$ cat config.mk
export PLATFORM = sky130hd
export DESIGN_NAME = funnelTop
export DESIGN_NICKNAME = d
export VERILOG_FILES = /design/src/hdl/axiLitePkg.sv /design/src/hdl/funnelPkg.sv /design/src/hdl/funnelCtrl.sv /design/src/hdl/funnelHalf.sv /design/src/hdl/funnelTop.sv /design/src/hdl/funnelTree.sv /design/src/hdl/itemQueue.sv /design/src/hdl/portCounters.sv
export VERILOG_INCLUDE_DIRS = /design/src /design/src/hdl
export SDC_FILE = /design/constraint.sdc
export NUM_CORES = 1
export LEC_CHECK = 0
export BUFFER_PORTS_ARGS = -buffer_cell sky130_fd_sc_hd__buf_4
export CAP_MARGIN = 20
export CORE_AREA = 2 2 271 219
export CTS_CLUSTER_SIZE = 16
export DETAILED_ROUTE_END_ITERATION = 8
export DIE_AREA = 0 0 273 221
export PLACE_DENSITY = 0.64
export SYNTH_ARGS = -nofsm -noshare
export SYNTH_HDL_FRONTEND = slang
export SYNTH_SLANG_ARGS = --single-unit
$ cat constraint.sdc
create_clock -name CLK -period 5.3 [get_ports CLK]
set_input_delay 0.265 -clock CLK [delete_from_list [all_inputs] [get_ports CLK]]
set_output_delay 0.265 -clock CLK [all_outputs]
set_load 0.01 [all_outputs]
$ cat src/hdl/funnel_defs.svh
`ifndef FUNNEL_DEFS_SVH
`define FUNNEL_DEFS_SVH

// Number of producer ports feeding the funnel tree
// Must be a power of two so that every tree level pairs up evenly
`define FUNNEL_WIDTH 4

// Payload width carried by every producer item
`define DATA_WIDTH 32

// Entries in the output item queue, also a power of two
// The queue pointers wrap naturally at this size
`define QUEUE_DEPTH 8

// Byte address width of the control slave
// Eight bits cover the enable, status, clear and counter registers
`define AXI_ADDR_WIDTH 8

`endif

$ cat src/hdl/axiLitePkg.sv
`include "funnel_defs.svh"

package axiLitePkg;

    // Byte address on the control bus
    typedef logic [`AXI_ADDR_WIDTH-1:0] addr_t;

    // Response codes used by the slave, EXOKAY and DECERR are never returned
    typedef enum logic [1:0] {
        RESP_OKAY   = 2'b00,
        RESP_SLVERR = 2'b10
    } resp_t;

    // Write address channel payload
    typedef struct packed {
        addr_t addr;
        logic [2:0] prot;
    } awChan_t;

    // Write data channel payload, one strobe bit per byte lane
    typedef struct packed {
        logic [31:0] data;
        logic [3:0] strb;
    } wChan_t;

    // Write response channel payload
    typedef struct packed {
        resp_t resp;
    } bChan_t;

    // Read address channel payload
    typedef struct packed {
        addr_t addr;
        logic [2:0] prot;
    } arChan_t;

    // Read data channel payload
    typedef struct packed {
        logic [31:0] data;
        resp_t resp;
    } rChan_t;

    // Register map, counter i lives at REG_COUNT_BASE plus four times i
    localparam addr_t REG_ENABLE     = 'h00;
    localparam addr_t REG_STATUS     = 'h04;
    localparam addr_t REG_CLEAR      = 'h08;
    localparam addr_t REG_COUNT_BASE = 'h10;

endpackage

$ cat src/hdl/funnelPkg.sv
`include "funnel_defs.svh"

package funnelPkg;

    // Bits needed to name a producer port
    // A single-port build still keeps one tag bit so the type is never empty
    localparam int PortBits = (`FUNNEL_WIDTH > 1) ? $clog2(`FUNNEL_WIDTH) : 1;

    // Source port number attached to every accepted item
    typedef logic [PortBits-1:0] portIdx_t;

    // Item as it travels through the tree, the queue and the output stream
    // The source tag sits above the payload in the packed word
    typedef struct packed {
        portIdx_t source;
        logic [`DATA_WIDTH-1:0] payload;
    } item_t;

endpackage

$ cat src/hdl/funnelCtrl.sv
`timescale 1ns/10ps
`include "funnel_defs.svh"

module funnelCtrl (
    input  logic                  CLK,
    input  logic                  rstN,
    input  logic                  awValid,
    output logic                  awReady,
    input  axiLitePkg::awChan_t   aw,
    input  logic                  wValid,
    output logic                  wReady,
    input  axiLitePkg::wChan_t    w,
    output logic                  bValid,
    input  logic                  bReady,
    output axiLitePkg::bChan_t    b,
    input  logic                  arValid,
    output logic                  arReady,
    input  axiLitePkg::arChan_t   ar,
    output logic                  rValid,
    input  logic                  rReady,
    output axiLitePkg::rChan_t    r,
    output logic [`FUNNEL_WIDTH-1:0] enableMask,
    output logic [`FUNNEL_WIDTH-1:0] clearMask,
    input  logic [$clog2(`QUEUE_DEPTH):0] occupancy,
    input  logic [31:0]           counts [`FUNNEL_WIDTH]
);

    logic                     wrFire;
    logic                     rdFire;
    logic [`FUNNEL_WIDTH-1:0] wrBits;
    axiLitePkg::addr_t        countOffset;
    funnelPkg::portIdx_t      countIdx;
    logic                     countHit;
    axiLitePkg::rChan_t       rdNext;

    // Handshakes complete while the registered ready pulses are high
    assign wrFire = awValid & awReady & wValid & wReady;
    assign rdFire = arValid & arReady;

    // Byte strobes select which mask bits a write may touch
    for (genvar i = 0; i < `FUNNEL_WIDTH; i++) begin : lane
        assign wrBits[i] = w.strb[i/8] & w.data[i];
    end

    // Counter window decode, only word aligned addresses inside the window hit
    assign countOffset = ar.addr - axiLitePkg::REG_COUNT_BASE;
    assign countIdx    = countOffset[2 +: $bits(funnelPkg::portIdx_t)];
    assign countHit    = ar.addr >= axiLitePkg::REG_COUNT_BASE &&
                         countOffset < axiLitePkg::addr_t'(`FUNNEL_WIDTH * 4) &&
                         ar.addr[1:0] == 2'b00;

    // Read multiplexer, the clear register is write only and answers like a hole
    always_comb begin
        rdNext = '{data: '0, resp: axiLitePkg::RESP_OKAY};
        if (ar.addr == axiLitePkg::REG_ENABLE) begin
            rdNext.data = 32'(enableMask);
        end else if (ar.addr == axiLitePkg::REG_STATUS) begin
            rdNext.data = 32'(occupancy);
        end else if (countHit) begin
            rdNext.data = counts[countIdx];
        end else begin
            rdNext.resp = axiLitePkg::RESP_SLVERR;
        end
    end

    // Write side, one transaction in flight until its response is taken
    always_ff @(posedge CLK or negedge rstN) begin
        if (!rstN) begin
            awReady    <= 1'b0;
            wReady     <= 1'b0;
            bValid     <= 1'b0;
            b          <= '{resp: axiLitePkg::RESP_OKAY};
            enableMask <= '1;
            clearMask  <= '0;
        end else begin
            // Address and data are accepted together in a single pulse
            awReady   <= awValid & wValid & ~bValid & ~awReady;
            wReady    <= awValid & wValid & ~bValid & ~awReady;
            clearMask <= '0;
            if (wrFire) begin
                bValid <= 1'b1;
                b.resp <= axiLitePkg::RESP_OKAY;
                if (aw.addr == axiLitePkg::REG_ENABLE) begin
                    for (int i = 0; i < `FUNNEL_WIDTH; i++) begin
                        if (w.strb[i/8]) begin
                            enableMask[i] <= w.data[i];
                        end
                    end
                end else if (aw.addr == axiLitePkg::REG_CLEAR) begin
                    // Counters named by set data bits clear on the next edge
                    clearMask <= wrBits;
                end else begin
                    // Status, counters and holes cannot be written
                    b.resp <= axiLitePkg::RESP_SLVERR;
                end
            end else if (bValid && bReady) begin
                bValid <= 1'b0;
            end
        end
    end

    // Read side, data is captured at the address handshake
    always_ff @(posedge CLK or negedge rstN) begin
        if (!rstN) begin
            arReady <= 1'b0;
            rValid  <= 1'b0;
            r       <= '{data: '0, resp: axiLitePkg::RESP_OKAY};
        end else begin
            arReady <= arValid & ~rValid & ~arReady;
            if (rdFire) begin
                rValid <= 1'b1;
                r      <= rdNext;
            end else if (rValid && rReady) begin
                rValid <= 1'b0;
            end
        end
    end

endmodule

$ cat src/hdl/funnelHalf.sv
`timescale 1ns/10ps

module funnelHalf #(
    parameter int width = 2
) (
    // The clock and reset are unused here, a pipelined level would register its outputs
    input  logic             CLK,
    input  logic             rstN,
    input  logic             inValid [width],
    input  funnelPkg::item_t inItem [width],
    output logic             inReady [width],
    output logic             outValid [width/2],
    output funnelPkg::item_t outItem [width/2],
    input  logic             outReady [width/2]
);

    // Each pair of input streams collapses into one output stream
    for (genvar j = 0; j < width / 2; j++) begin : pair
        logic oddValid;

        // The odd input has priority, so it alone decides which item is passed on
        assign oddValid = inValid[2*j+1];

        // The odd input only waits on the downstream ready
        assign inReady[2*j+1] = outReady[j];

        // The even input is served only when its odd neighbour is idle
        assign inReady[2*j] = outReady[j] & ~oddValid;

        // Either input being valid makes the merged stream valid
        assign outValid[j] = oddValid | inValid[2*j];
        assign outItem[j]  = oddValid ? inItem[2*j+1] : inItem[2*j];
    end

endmodule

$ cat src/hdl/funnelTop.sv
`timescale 1ns/10ps
`include "funnel_defs.svh"

module funnelTop (
    input  logic                   CLK,
    input  logic                   rstN,
    input  logic                   inValid [`FUNNEL_WIDTH],
    input  logic [`DATA_WIDTH-1:0] inData [`FUNNEL_WIDTH],
    output logic                   inReady [`FUNNEL_WIDTH],
    output logic                   outValid,
    output funnelPkg::item_t       outItem,
    input  logic                   outReady,
    input  logic                   awValid,
    output logic                   awReady,
    input  axiLitePkg::awChan_t    aw,
    input  logic                   wValid,
    output logic                   wReady,
    input  axiLitePkg::wChan_t     w,
    output logic                   bValid,
    input  logic                   bReady,
    output axiLitePkg::bChan_t     b,
    input  logic                   arValid,
    output logic                   arReady,
    input  axiLitePkg::arChan_t    ar,
    output logic                   rValid,
    input  logic                   rReady,
    output axiLitePkg::rChan_t     r
);

    // Merged stream between the tree and the queue
    logic             enqValid;
    funnelPkg::item_t enqItem;
    logic             enqReady;

    // Control and status between the datapath and the register block
    logic [`FUNNEL_WIDTH-1:0]      enableMask;
    logic [`FUNNEL_WIDTH-1:0]      clearMask;
    logic [`FUNNEL_WIDTH-1:0]      accept;
    logic [$clog2(`QUEUE_DEPTH):0] occupancy;
    logic [31:0]                   counts [`FUNNEL_WIDTH];

    // A port is counted in the cycle its producer handshake completes
    for (genvar i = 0; i < `FUNNEL_WIDTH; i++) begin : port
        assign accept[i] = inValid[i] & inReady[i];
    end

    funnelTree i_tree (
        .CLK(CLK), .rstN(rstN),
        .inValid(inValid), .inData(inData), .inReady(inReady), .enableMask(enableMask),
        .outValid(enqValid), .outItem(enqItem), .outReady(enqReady)
    );

    itemQueue i_queue (
        .CLK(CLK), .rstN(rstN),
        .enqValid(enqValid), .enqItem(enqItem), .enqReady(enqReady),
        .deqValid(outValid), .deqItem(outItem), .deqReady(outReady), .occupancy(occupancy)
    );

    portCounters i_counters (
        .CLK(CLK), .rstN(rstN), .accept(accept), .clearMask(clearMask), .counts(counts)
    );

    funnelCtrl i_ctrl (
        .CLK(CLK), .rstN(rstN),
        .awValid(awValid), .awReady(awReady), .aw(aw),
        .wValid(wValid), .wReady(wReady), .w(w),
        .bValid(bValid), .bReady(bReady), .b(b),
        .arValid(arValid), .arReady(arReady), .ar(ar),
        .rValid(rValid), .rReady(rReady), .r(r),
        .enableMask(enableMask), .clearMask(clearMask),
        .occupancy(occupancy), .counts(counts)
    );

endmodule

$ cat src/hdl/funnelTree.sv
`timescale 1ns/10ps
`include "funnel_defs.svh"

module funnelTree (
    input  logic                   CLK,
    input  logic                   rstN,
    input  logic                   inValid [`FUNNEL_WIDTH],
    input  logic [`DATA_WIDTH-1:0] inData [`FUNNEL_WIDTH],
    output logic                   inReady [`FUNNEL_WIDTH],
    input  logic [`FUNNEL_WIDTH-1:0] enableMask,
    output logic                   outValid,
    output funnelPkg::item_t       outItem,
    input  logic                   outReady
);

    // Number of pairwise levels from the ports down to one stream
    localparam int Depth = $clog2(`FUNNEL_WIDTH);

    // Port side of the tree after masking and tagging
    logic             gatedValid [`FUNNEL_WIDTH];
    funnelPkg::item_t taggedItem [`FUNNEL_WIDTH];
    logic             treeReady [`FUNNEL_WIDTH];

    for (genvar i = 0; i < `FUNNEL_WIDTH; i++) begin : port
        // A disabled port looks idle to the tree and never sees ready
        assign gatedValid[i] = inValid[i] & enableMask[i];
        assign inReady[i]    = treeReady[i] & enableMask[i];
        // The port number goes with the payload so the consumer knows its origin
        assign taggedItem[i] = '{source: funnelPkg::portIdx_t'(i), payload: inData[i]};
    end

    if (`FUNNEL_WIDTH == 1) begin : single
        // One port needs no merging at all
        assign outValid     = gatedValid[0];
        assign outItem      = taggedItem[0];
        assign treeReady[0] = outReady;
    end else begin : tree
        for (genvar lvl = 0; lvl < Depth; lvl++) begin : level
            // Streams leaving this level, half as many as entered it
            localparam int OutW = `FUNNEL_WIDTH >> (lvl + 1);
            logic             valid [OutW];
            funnelPkg::item_t item [OutW];
            logic             ready [OutW];

            if (lvl == 0) begin : first
                funnelHalf #(.width(OutW * 2)) i_half (
                    .CLK(CLK), .rstN(rstN),
                    .inValid(gatedValid), .inItem(taggedItem), .inReady(treeReady),
                    .outValid(valid), .outItem(item), .outReady(ready)
                );
            end else begin : next
                funnelHalf #(.width(OutW * 2)) i_half (
                    .CLK(CLK), .rstN(rstN),
                    .inValid(level[lvl-1].valid), .inItem(level[lvl-1].item),
                    .inReady(level[lvl-1].ready),
                    .outValid(valid), .outItem(item), .outReady(ready)
                );
            end

            // The last level carries the single merged stream to the queue
            if (lvl == Depth - 1) begin : last
                assign outValid = valid[0];
                assign outItem  = item[0];
                assign ready[0] = outReady;
            end
        end
    end

endmodule

$ cat src/hdl/itemQueue.sv
`timescale 1ns/10ps
`include "funnel_defs.svh"

module itemQueue (
    input  logic             CLK,
    input  logic             rstN,
    input  logic             enqValid,
    input  funnelPkg::item_t enqItem,
    output logic             enqReady,
    output logic             deqValid,
    output funnelPkg::item_t deqItem,
    input  logic             deqReady,
    output logic [$clog2(`QUEUE_DEPTH):0] occupancy
);

    localparam int PtrBits = $clog2(`QUEUE_DEPTH);

    // Item storage, read directly by the output stream
    funnelPkg::item_t mem [`QUEUE_DEPTH];

    logic [PtrBits-1:0] rdPtr;
    logic [PtrBits-1:0] wrPtr;
    logic [PtrBits:0]   count;
    logic               doEnq;
    logic               doDeq;

    // Full and empty both come straight from the entry count
    assign enqReady  = count != (PtrBits + 1)'(`QUEUE_DEPTH);
    assign deqValid  = count != '0;
    assign deqItem   = mem[rdPtr];
    assign occupancy = count;

    assign doEnq = enqValid & enqReady;
    assign doDeq = deqValid & deqReady;

    // Storage is written at the accepting edge
    always_ff @(posedge CLK) begin
        if (doEnq) begin
            mem[wrPtr] <= enqItem;
        end
    end

    // Pointers wrap on their own since the depth is a power of two
    always_ff @(posedge CLK or negedge rstN) begin
        if (!rstN) begin
            rdPtr <= '0;
            wrPtr <= '0;
            count <= '0;
        end else begin
            if (doEnq) begin
                wrPtr <= wrPtr + 1'b1;
            end
            if (doDeq) begin
                rdPtr <= rdPtr + 1'b1;
            end
            // A simultaneous push and pop leaves the count unchanged
            if (doEnq && !doDeq) begin
                count <= count + 1'b1;
            end else if (doDeq && !doEnq) begin
                count <= count - 1'b1;
            end
        end
    end

endmodule

$ cat src/hdl/portCounters.sv
`timescale 1ns/10ps
`include "funnel_defs.svh"

module portCounters (
    input  logic                     CLK,
    input  logic                     rstN,
    input  logic [`FUNNEL_WIDTH-1:0] accept,
    input  logic [`FUNNEL_WIDTH-1:0] clearMask,
    output logic [31:0]              counts [`FUNNEL_WIDTH]
);

    // One counter per producer port
    for (genvar i = 0; i < `FUNNEL_WIDTH; i++) begin : port
        always_ff @(posedge CLK or negedge rstN) begin
            if (!rstN) begin
                counts[i] <= '0;
            end else if (clearMask[i]) begin
                // Software clear beats an acceptance in the same cycle
                counts[i] <= '0;
            end else if (accept[i] && counts[i] != '1) begin
                // The counter sticks at its maximum instead of wrapping
                counts[i] <= counts[i] + 1'b1;
            end
        end
    end

endmodule

=== Yosys cells after proc, flatten, opt, wreduce, memory -nomap -nowiden ===
Memory sizes are Yosys's and may differ from the RTL's.
Index checks and enable logic that the tools add are counted.
W data, S select, Z words.

* Magnitude comparators: 3
* Muxes and demuxes: 33
* Bitwise operators: 41
* Eq/ne operators: 7
* Add/sub/neg operators: 9
* Reduce and logical (&&, ||, !) cells: 24

{| class="wikitable"
|+ Operator list
! kind !! count
|-
| $mux W32 || 13
|-
| $add A32 B1 Y32 const B || 4
|-
| $ne A32 B32 Y1 const B || 4
|-
| $mux W33 || 2
|-
| $bmux W32 S2 || 1
|-
| $mux W34 || 1
|-
| $and A1 B1 Y1 || 30
|-
| $mux W4 || 5
|-
| $logic_not A8 Y1 || 2
|-
| $reduce_bool A2 Y1 || 7
|-
| $logic_and A1 B1 Y1 || 10
|-
| $mux W2 || 5
|-
| $eq A8 B3 Y1 const B || 1
|-
| $eq A8 B4 Y1 const B || 1
|-
| $ge A8 B5 Y1 const B || 1
|-
| $lt A8 B5 Y1 const B || 1
|-
| $sub A8 B5 Y8 const B || 1
|-
| $not A1 Y1 || 7
|-
| $add A3 B1 Y3 const B || 2
|-
| $mux W1 || 6
|-
| $add A4 B1 Y4 const B || 1
|-
| $ne A4 B4 Y1 const B || 1
|-
| $reduce_bool A4 Y1 || 1
|-
| $sub A4 B1 Y4 const B || 1
|-
| other kinds (6) || 9
|}

* Register bits: 186
* Memories: 1
* Output and inout port bits: 80
* Memory bits (writable): 272

{| class="wikitable"
|+ Memories
! memory !! words !! width !! read ports !! clocked after Yosys merged registers in !! wr ports !! RTL line !! RTL
|-
| i_queue.mem || 8 || 34 || 1 || 0 || 1 || itemQueue.sv:19 || <nowiki>funnelPkg::item_t mem [`QUEUE_DEPTH];</nowiki>
|}

=== Depth between registers and ports, before layout ===
* Depth in word-level cells: 10
* Mapped depth: 10

=== Hierarchy ===
From an unflattened synthesis, not the netlist that was laid out.

* Cells, all modules: 1643
* Area total of the unflattened synthesis: 22738.1 um^2

{| class="wikitable"
|+ By module, submodules not included
! module !! area an instance (um^2) !! cells each !! instances !! sequential area each (um^2)
|-
| itemQueue || 10870.4 || 456 || 1 || 8418.1
|-
| portCounters || 7121.8 || 793 || 1 || 3203.1
|-
| funnelCtrl || 2925.3 || 257 || 1 || 1156.1
|-
| funnelHalf at i_tree.tree.level[0].first.i_half || 1158.6 || 82 || 1 || 0.0
|-
| funnelHalf at i_tree.tree.level[1].next.i_half || 579.3 || 41 || 1 || 0.0
|-
| funnelTree || 57.6 || 10 || 1 || 0.0
|-
| funnelTop || 25.0 || 4 || 1 || 0.0
|}

=== Least setup slack after synthesis ===
Ideal clock, no wire load.

* Path kind: register to register
* Start point: register i_ctrl.enableMask[1]
* End point: memory i_queue.mem[6][0] in the netlist's numbering, enable pin
* Clock period less this slack: 4.356 ns
* Setup slack: 0.944 ns
* Setup time: 0.475 ns
* Stages on the path, launching flop included: 5
* Arrival: 3.881 ns
* Cells stage by stage: dfstp_2 -> nand2_1 -> a31oi_1 -> nand2_1 -> nor3b_1

* Word-level cells in the longest chain between the ends: 6

{| class="wikitable"
|+ RTL lines
! element !! RTL line !! RTL
|-
| start, declared || funnelCtrl.sv:22 || <nowiki>output logic [`FUNNEL_WIDTH-1:0] enableMask,</nowiki>
|-
| start signal, assigned by index || funnelCtrl.sv:86 || <nowiki>enableMask[i] <= w.data[i];</nowiki>
|-
| $and A1 B1 Y1 || funnelTree.sv:26 || <nowiki>assign gatedValid[i] = inValid[i] & enableMask[i];</nowiki>
|-
| $or A1 B1 Y1 (2 in series) || funnelHalf.sv:31 || <nowiki>assign outValid[j] = oddValid | inValid[2*j];</nowiki>
|-
| $and A1 B1 Y1 || itemQueue.sv:33 || <nowiki>assign doEnq = enqValid & enqReady;</nowiki>
|-
| net i_queue.doEnq || itemQueue.sv:24 || <nowiki>logic doEnq;</nowiki>
|-
| $mux W1 || itemQueue.sv:38 || <nowiki>if (doEnq) begin</nowiki>
|-
| $mux W1 (implied by the code) || itemQueue.sv:39 || <nowiki>mem[wrPtr] <= enqItem;</nowiki>
|-
| end, declared || itemQueue.sv:19 ||
|}

The timed path passes the listed nets, and every way through them passes these cells.

=== Worst setup path in the final report ===
* Start point: register i_ctrl.enableMask[2]
* End point: register i_counters.counts[75] in the netlist's numbering

* Word-level cells in the longest chain between the ends: 8

{| class="wikitable"
|+ RTL lines
! element !! RTL line !! RTL
|-
| $and A1 B1 Y1 || funnelTree.sv:26 ||
|-
| $or A1 B1 Y1 || funnelHalf.sv:31 ||
|-
| $not A1 Y1 || funnelHalf.sv:28 || <nowiki>assign inReady[2*j] = outReady[j] & ~oddValid;</nowiki>
|-
| $and A1 B1 Y1 || funnelHalf.sv:28 ||
|-
| $and A1 B1 Y1 || funnelTree.sv:27 || <nowiki>assign inReady[i] = treeReady[i] & enableMask[i];</nowiki>
|-
| $and A1 B1 Y1 || funnelTop.sv:44 || <nowiki>assign accept[i] = inValid[i] & inReady[i];</nowiki>
|-
| $logic_and A1 B1 Y1 || portCounters.sv:20 || <nowiki>end else if (accept[i] && counts[i] != '1) begin</nowiki>
|-
| $reduce_bool A2 Y1 (no line) || n/a ||
|-
| end signal, assigned by index || portCounters.sv:22 || <nowiki>counts[i] <= counts[i] + 1'b1;</nowiki>
|-
| end, declared || portCounters.sv:9 || <nowiki>output logic [31:0] counts [`FUNNEL_WIDTH]</nowiki>
|}

Every way passes these cells.
A chain may end at the register's enable or synchronous reset.

==> impl_metrics.csv <==
group,metric,value,unit
outcome,status,"finished, final reports clean",
synth,synth_cell_types,59,
clocking,htreeDepth,2,
synth,yosysSeqAreaShare,0.590,
global_routing,grt_max_degree,84,
routing,met2WireLength,27.3,mm
worst_setup_path,worstSetupEndpointType,"flop",
placement,port_buffers,238,
floorplanning,rows,79,
timing,worst_slack,1.12,ns
worst_setup_path,critical_path_class,"flop to flop",
timing,slew_viol_final,0,
routing,ant_nets,0,
global_routing,grt_pass1_vias,15083,
floorplanning,io-pin-count,278,
global_routing,antenna_found_initial,1,
routing,firstDrtPassIters,5,
synth,synth_area_per_cell,12.9,um^2
synth,synth_cells,1682,
run,cap_violations,0,
synth,synthFlopType,"edfxtp_1",
final_layout,layout.nets,2116,
routing,drt_wl_total,58.7,mm
global_routing,grt_overflow,0,
floorplanning,start_util,0.375,
routing,drt-met1-wl,25.6,mm
timing,hold_violations,0,
global_routing,track_usage,0.191,
pwr,leakage,9.64,nW
worst_setup_path,worst-path-max-fanout,43,
clocking,clk_latency,0.62,ns
timing,fmax,239,MHz
worst_setup_path,cp_data_required_time,5.80,ns
synth,ys_seq_elements,456,
pwr,ir_worst_vdd,0.000262,V
placement,pre_cts_slack,1.16,ns
clocking,clk_path_buf_depth,3,
floorplanning,dieArea,0.0603,mm^2
clocking,clock_sinks,456,
clocking,numCtsBuffers,48,
routing,drt-initial-drc-count,1463,
clocking,cts_tree,"yes",
global_routing,grt_pass1_wl,89.7,mm
placement,dp_hpwl,38.9,mm
routing,drc,0,
synth,yosysWarnings,0,
routing,viasPerCell,5.75,
timing,finalSetupViolations,0,
clocking,cts-root-buf,"clkbuf_16",
worst_setup_path,cp_data_arrival_time,4.67,ns
hold_path,hold_path_end,"i_ctrl.enableMask[0]",
clocking,cts_resized,0,
synth,synth_async_sr_flop_share,0.404,
placement,dp.cells,2609,
clocking,cts.clk_slew.worst_paths,0.07,ns
timing,setup_tns,0,ns
pwr,pwr_density_cell,356,mW/mm^2
synth,synth-edff-count,272,
hold_path,holdPathStages,3,
timing,rsz0062_at_grt,"false",
timing,fin_crit_sh,0.788,
placement,place_congestion,0.879,
worst_setup_path,r2r_slack,1.12,ns
timing,min_period,4.18,ns
worst_setup_path,r2r_cells,6,
final_layout,fin_cells,2713,
synth,netlist_area,0.0217,mm^2
worst_setup_path,startpoint_type,"flop",
routing,post_drt_wl_per_cell,21.6,um
timing,relSlewSlack,0.178,
worst_setup_path,r2r-start,"i_ctrl.enableMask[2]",
timing,tightestPinTransition,1.23,ns
hold_path,hold_class,"input pin to flop",
final_layout,area_growth_syn_to_layout,20.5,%
floorplanning,die_h,221,um
routing,wl_met3,4.37,mm
final_layout,drive_above_1_share,0.280,
timing,hold_ws,0.0983,ns
floorplanning,chipWidth,273,um
timing,clock_skew,0.0497,ns
routing,num_vias,15593,
floorplanning,core_area,0.0577,mm^2
routing,routed.top_layer,"met5",
worst_setup_path,r2r_end,"i_counters.counts[75]",
hold_path,min-delay-start,"aw[6]",
## stage by stage
step / area, um^2 / power [mW] / utilization
6_report: 26100 / 9.29 / 0.452
5_1_grt: 26100 / 9.67 / 0.452
4_1_cts: 26100 / 9.40 / 0.452
3_5_place_dp: 24300 / 5.91 / 0.421
3_3_place_gp: 24300 / 5.89 / 0.421
2_1_floorplan: 21700 / 5.15 / -
## Yosys cell counts, drive strengths merged (44+ instances only)
cell / instances / area share
a21oi: 97 / 0.022
and3: 44 / 0.013
clkbuf: 94 / 0.016
dfrtp: 180 / 0.21
edfxtp: 272 / 0.38
mux2: 65 / 0.034
mux4: 99 / 0.10
nand2: 197 / 0.034
nand3: 51 / 0.012
nand4: 49 / 0.014
nor2: 50 / 0.0087
o21ai: 58 / 0.013
or3: 46 / 0.014
or4: 54 / 0.019
## worst max-delay path: stages (launching register included)
cell,delay [ns]
dfstp_2,0.40
a22oi_4,0.97
inv_4,0.49
nor3_2,0.69
nand3_1,0.62
nor4b_1,0.47
mux2_2,0.38
## per-layer routing
layer,global-route usage,vias to the layer above
met5,0,-
met4,0.0569,2
met3,0.0333,86
met2,0.296,606
met1,0.277,7872
li1,-,7027
## layout make-up
type	count	area [um^2]
Antenna cell	1	2.50
Clock buffer	58	1240
Clock inverter	27	387
Fill cell	5192	31600
Inverter	20	77.6
Multi-Input combinational cell	1096	8450
Sequential cell	456	12800
Tap cell	769	962
Timing Repair Buffer	286	2210
## repair_timing
item                       4_1_cts  5_1_grt
setup endpoints to repair        0        0
setup buffers                    0        0
hold buffers                    15        0
hold endpoints to repair        92        0
## placed cells by master (no fill, tap or decap), types with 11 or more instances in the layout
cell and instances:
clkbuf_16 48, o31ai_1 42, inv_1 19, or4_1 54
mux2_2 65, nor2b_1 25, a31oi_1 32, and3_1 44
nand2_1 197, nor3_1 11, a21oi_1 97, nor4_1 23
buf_4 266, and2_1 11, or3_1 45, nand3_1 51
o21ai_0 58, a22o_1 31, nor2_1 48, edfxtp_1 272
nand4_1 49, dfrtp_1 177, dlygate4sd3_1 15, mux4_2 99
## state kept, by name, summed over array words and instances (netlist names), 3 cells and up
name	flops
i_queue.wrPtr	3
i_ctrl.clearMask	4
i_queue.occupancy	4
i_queue.rdPtr	3
i_counters.counts	128
i_ctrl.enableMask	4
i_queue.mem	272
i_ctrl.r	33
## kinds of logic (layout without fill, tap and decap cells)
family / count (synthesis) / after routing / share of synthesized area
other: 1 / 3 / 0.000173
AOI/OAI and AO/OA: 286 / 286 / 0.0829
xor gates and xnor gates: 12 / 12 / 0.00485
adders and majority gates: 10 / 10 / 0.00612
and+or+nand+nor: 616 / 616 / 0.153
buffers and inverters: 131 / 391 / 0.0237
DFF: 456 / 456 / 0.590
muxes: 170 / 170 / 0.139
## where the power goes
group / total [mW] / internal, mW / leakage [nW] / switching, mW
logic: 1.80 / 1.04 / 3.94 / 0.761
registers: 4.02 / 3.81 / 4.93 / 0.213
clock network: 3.46 / 1.99 / 0.768 / 1.48
## how the worst max path moves through the flow
stage               slack [ns]            startpoint                     to
floorplan                 0.94  i_ctrl.enableMask[1]      i_queue.mem[6][0]
global placement          1.32            inValid[1]  i_counters.counts[75]
detailed placement        1.16            inValid[1]  i_counters.counts[75]
CTS                       1.18  i_ctrl.enableMask[2]  i_counters.counts[75]
global route              0.96  i_ctrl.enableMask[2]  i_counters.counts[75]
finish                    1.12  i_ctrl.enableMask[2]  i_counters.counts[75]
No activity file was read; power rests on OpenSTA's default activity.
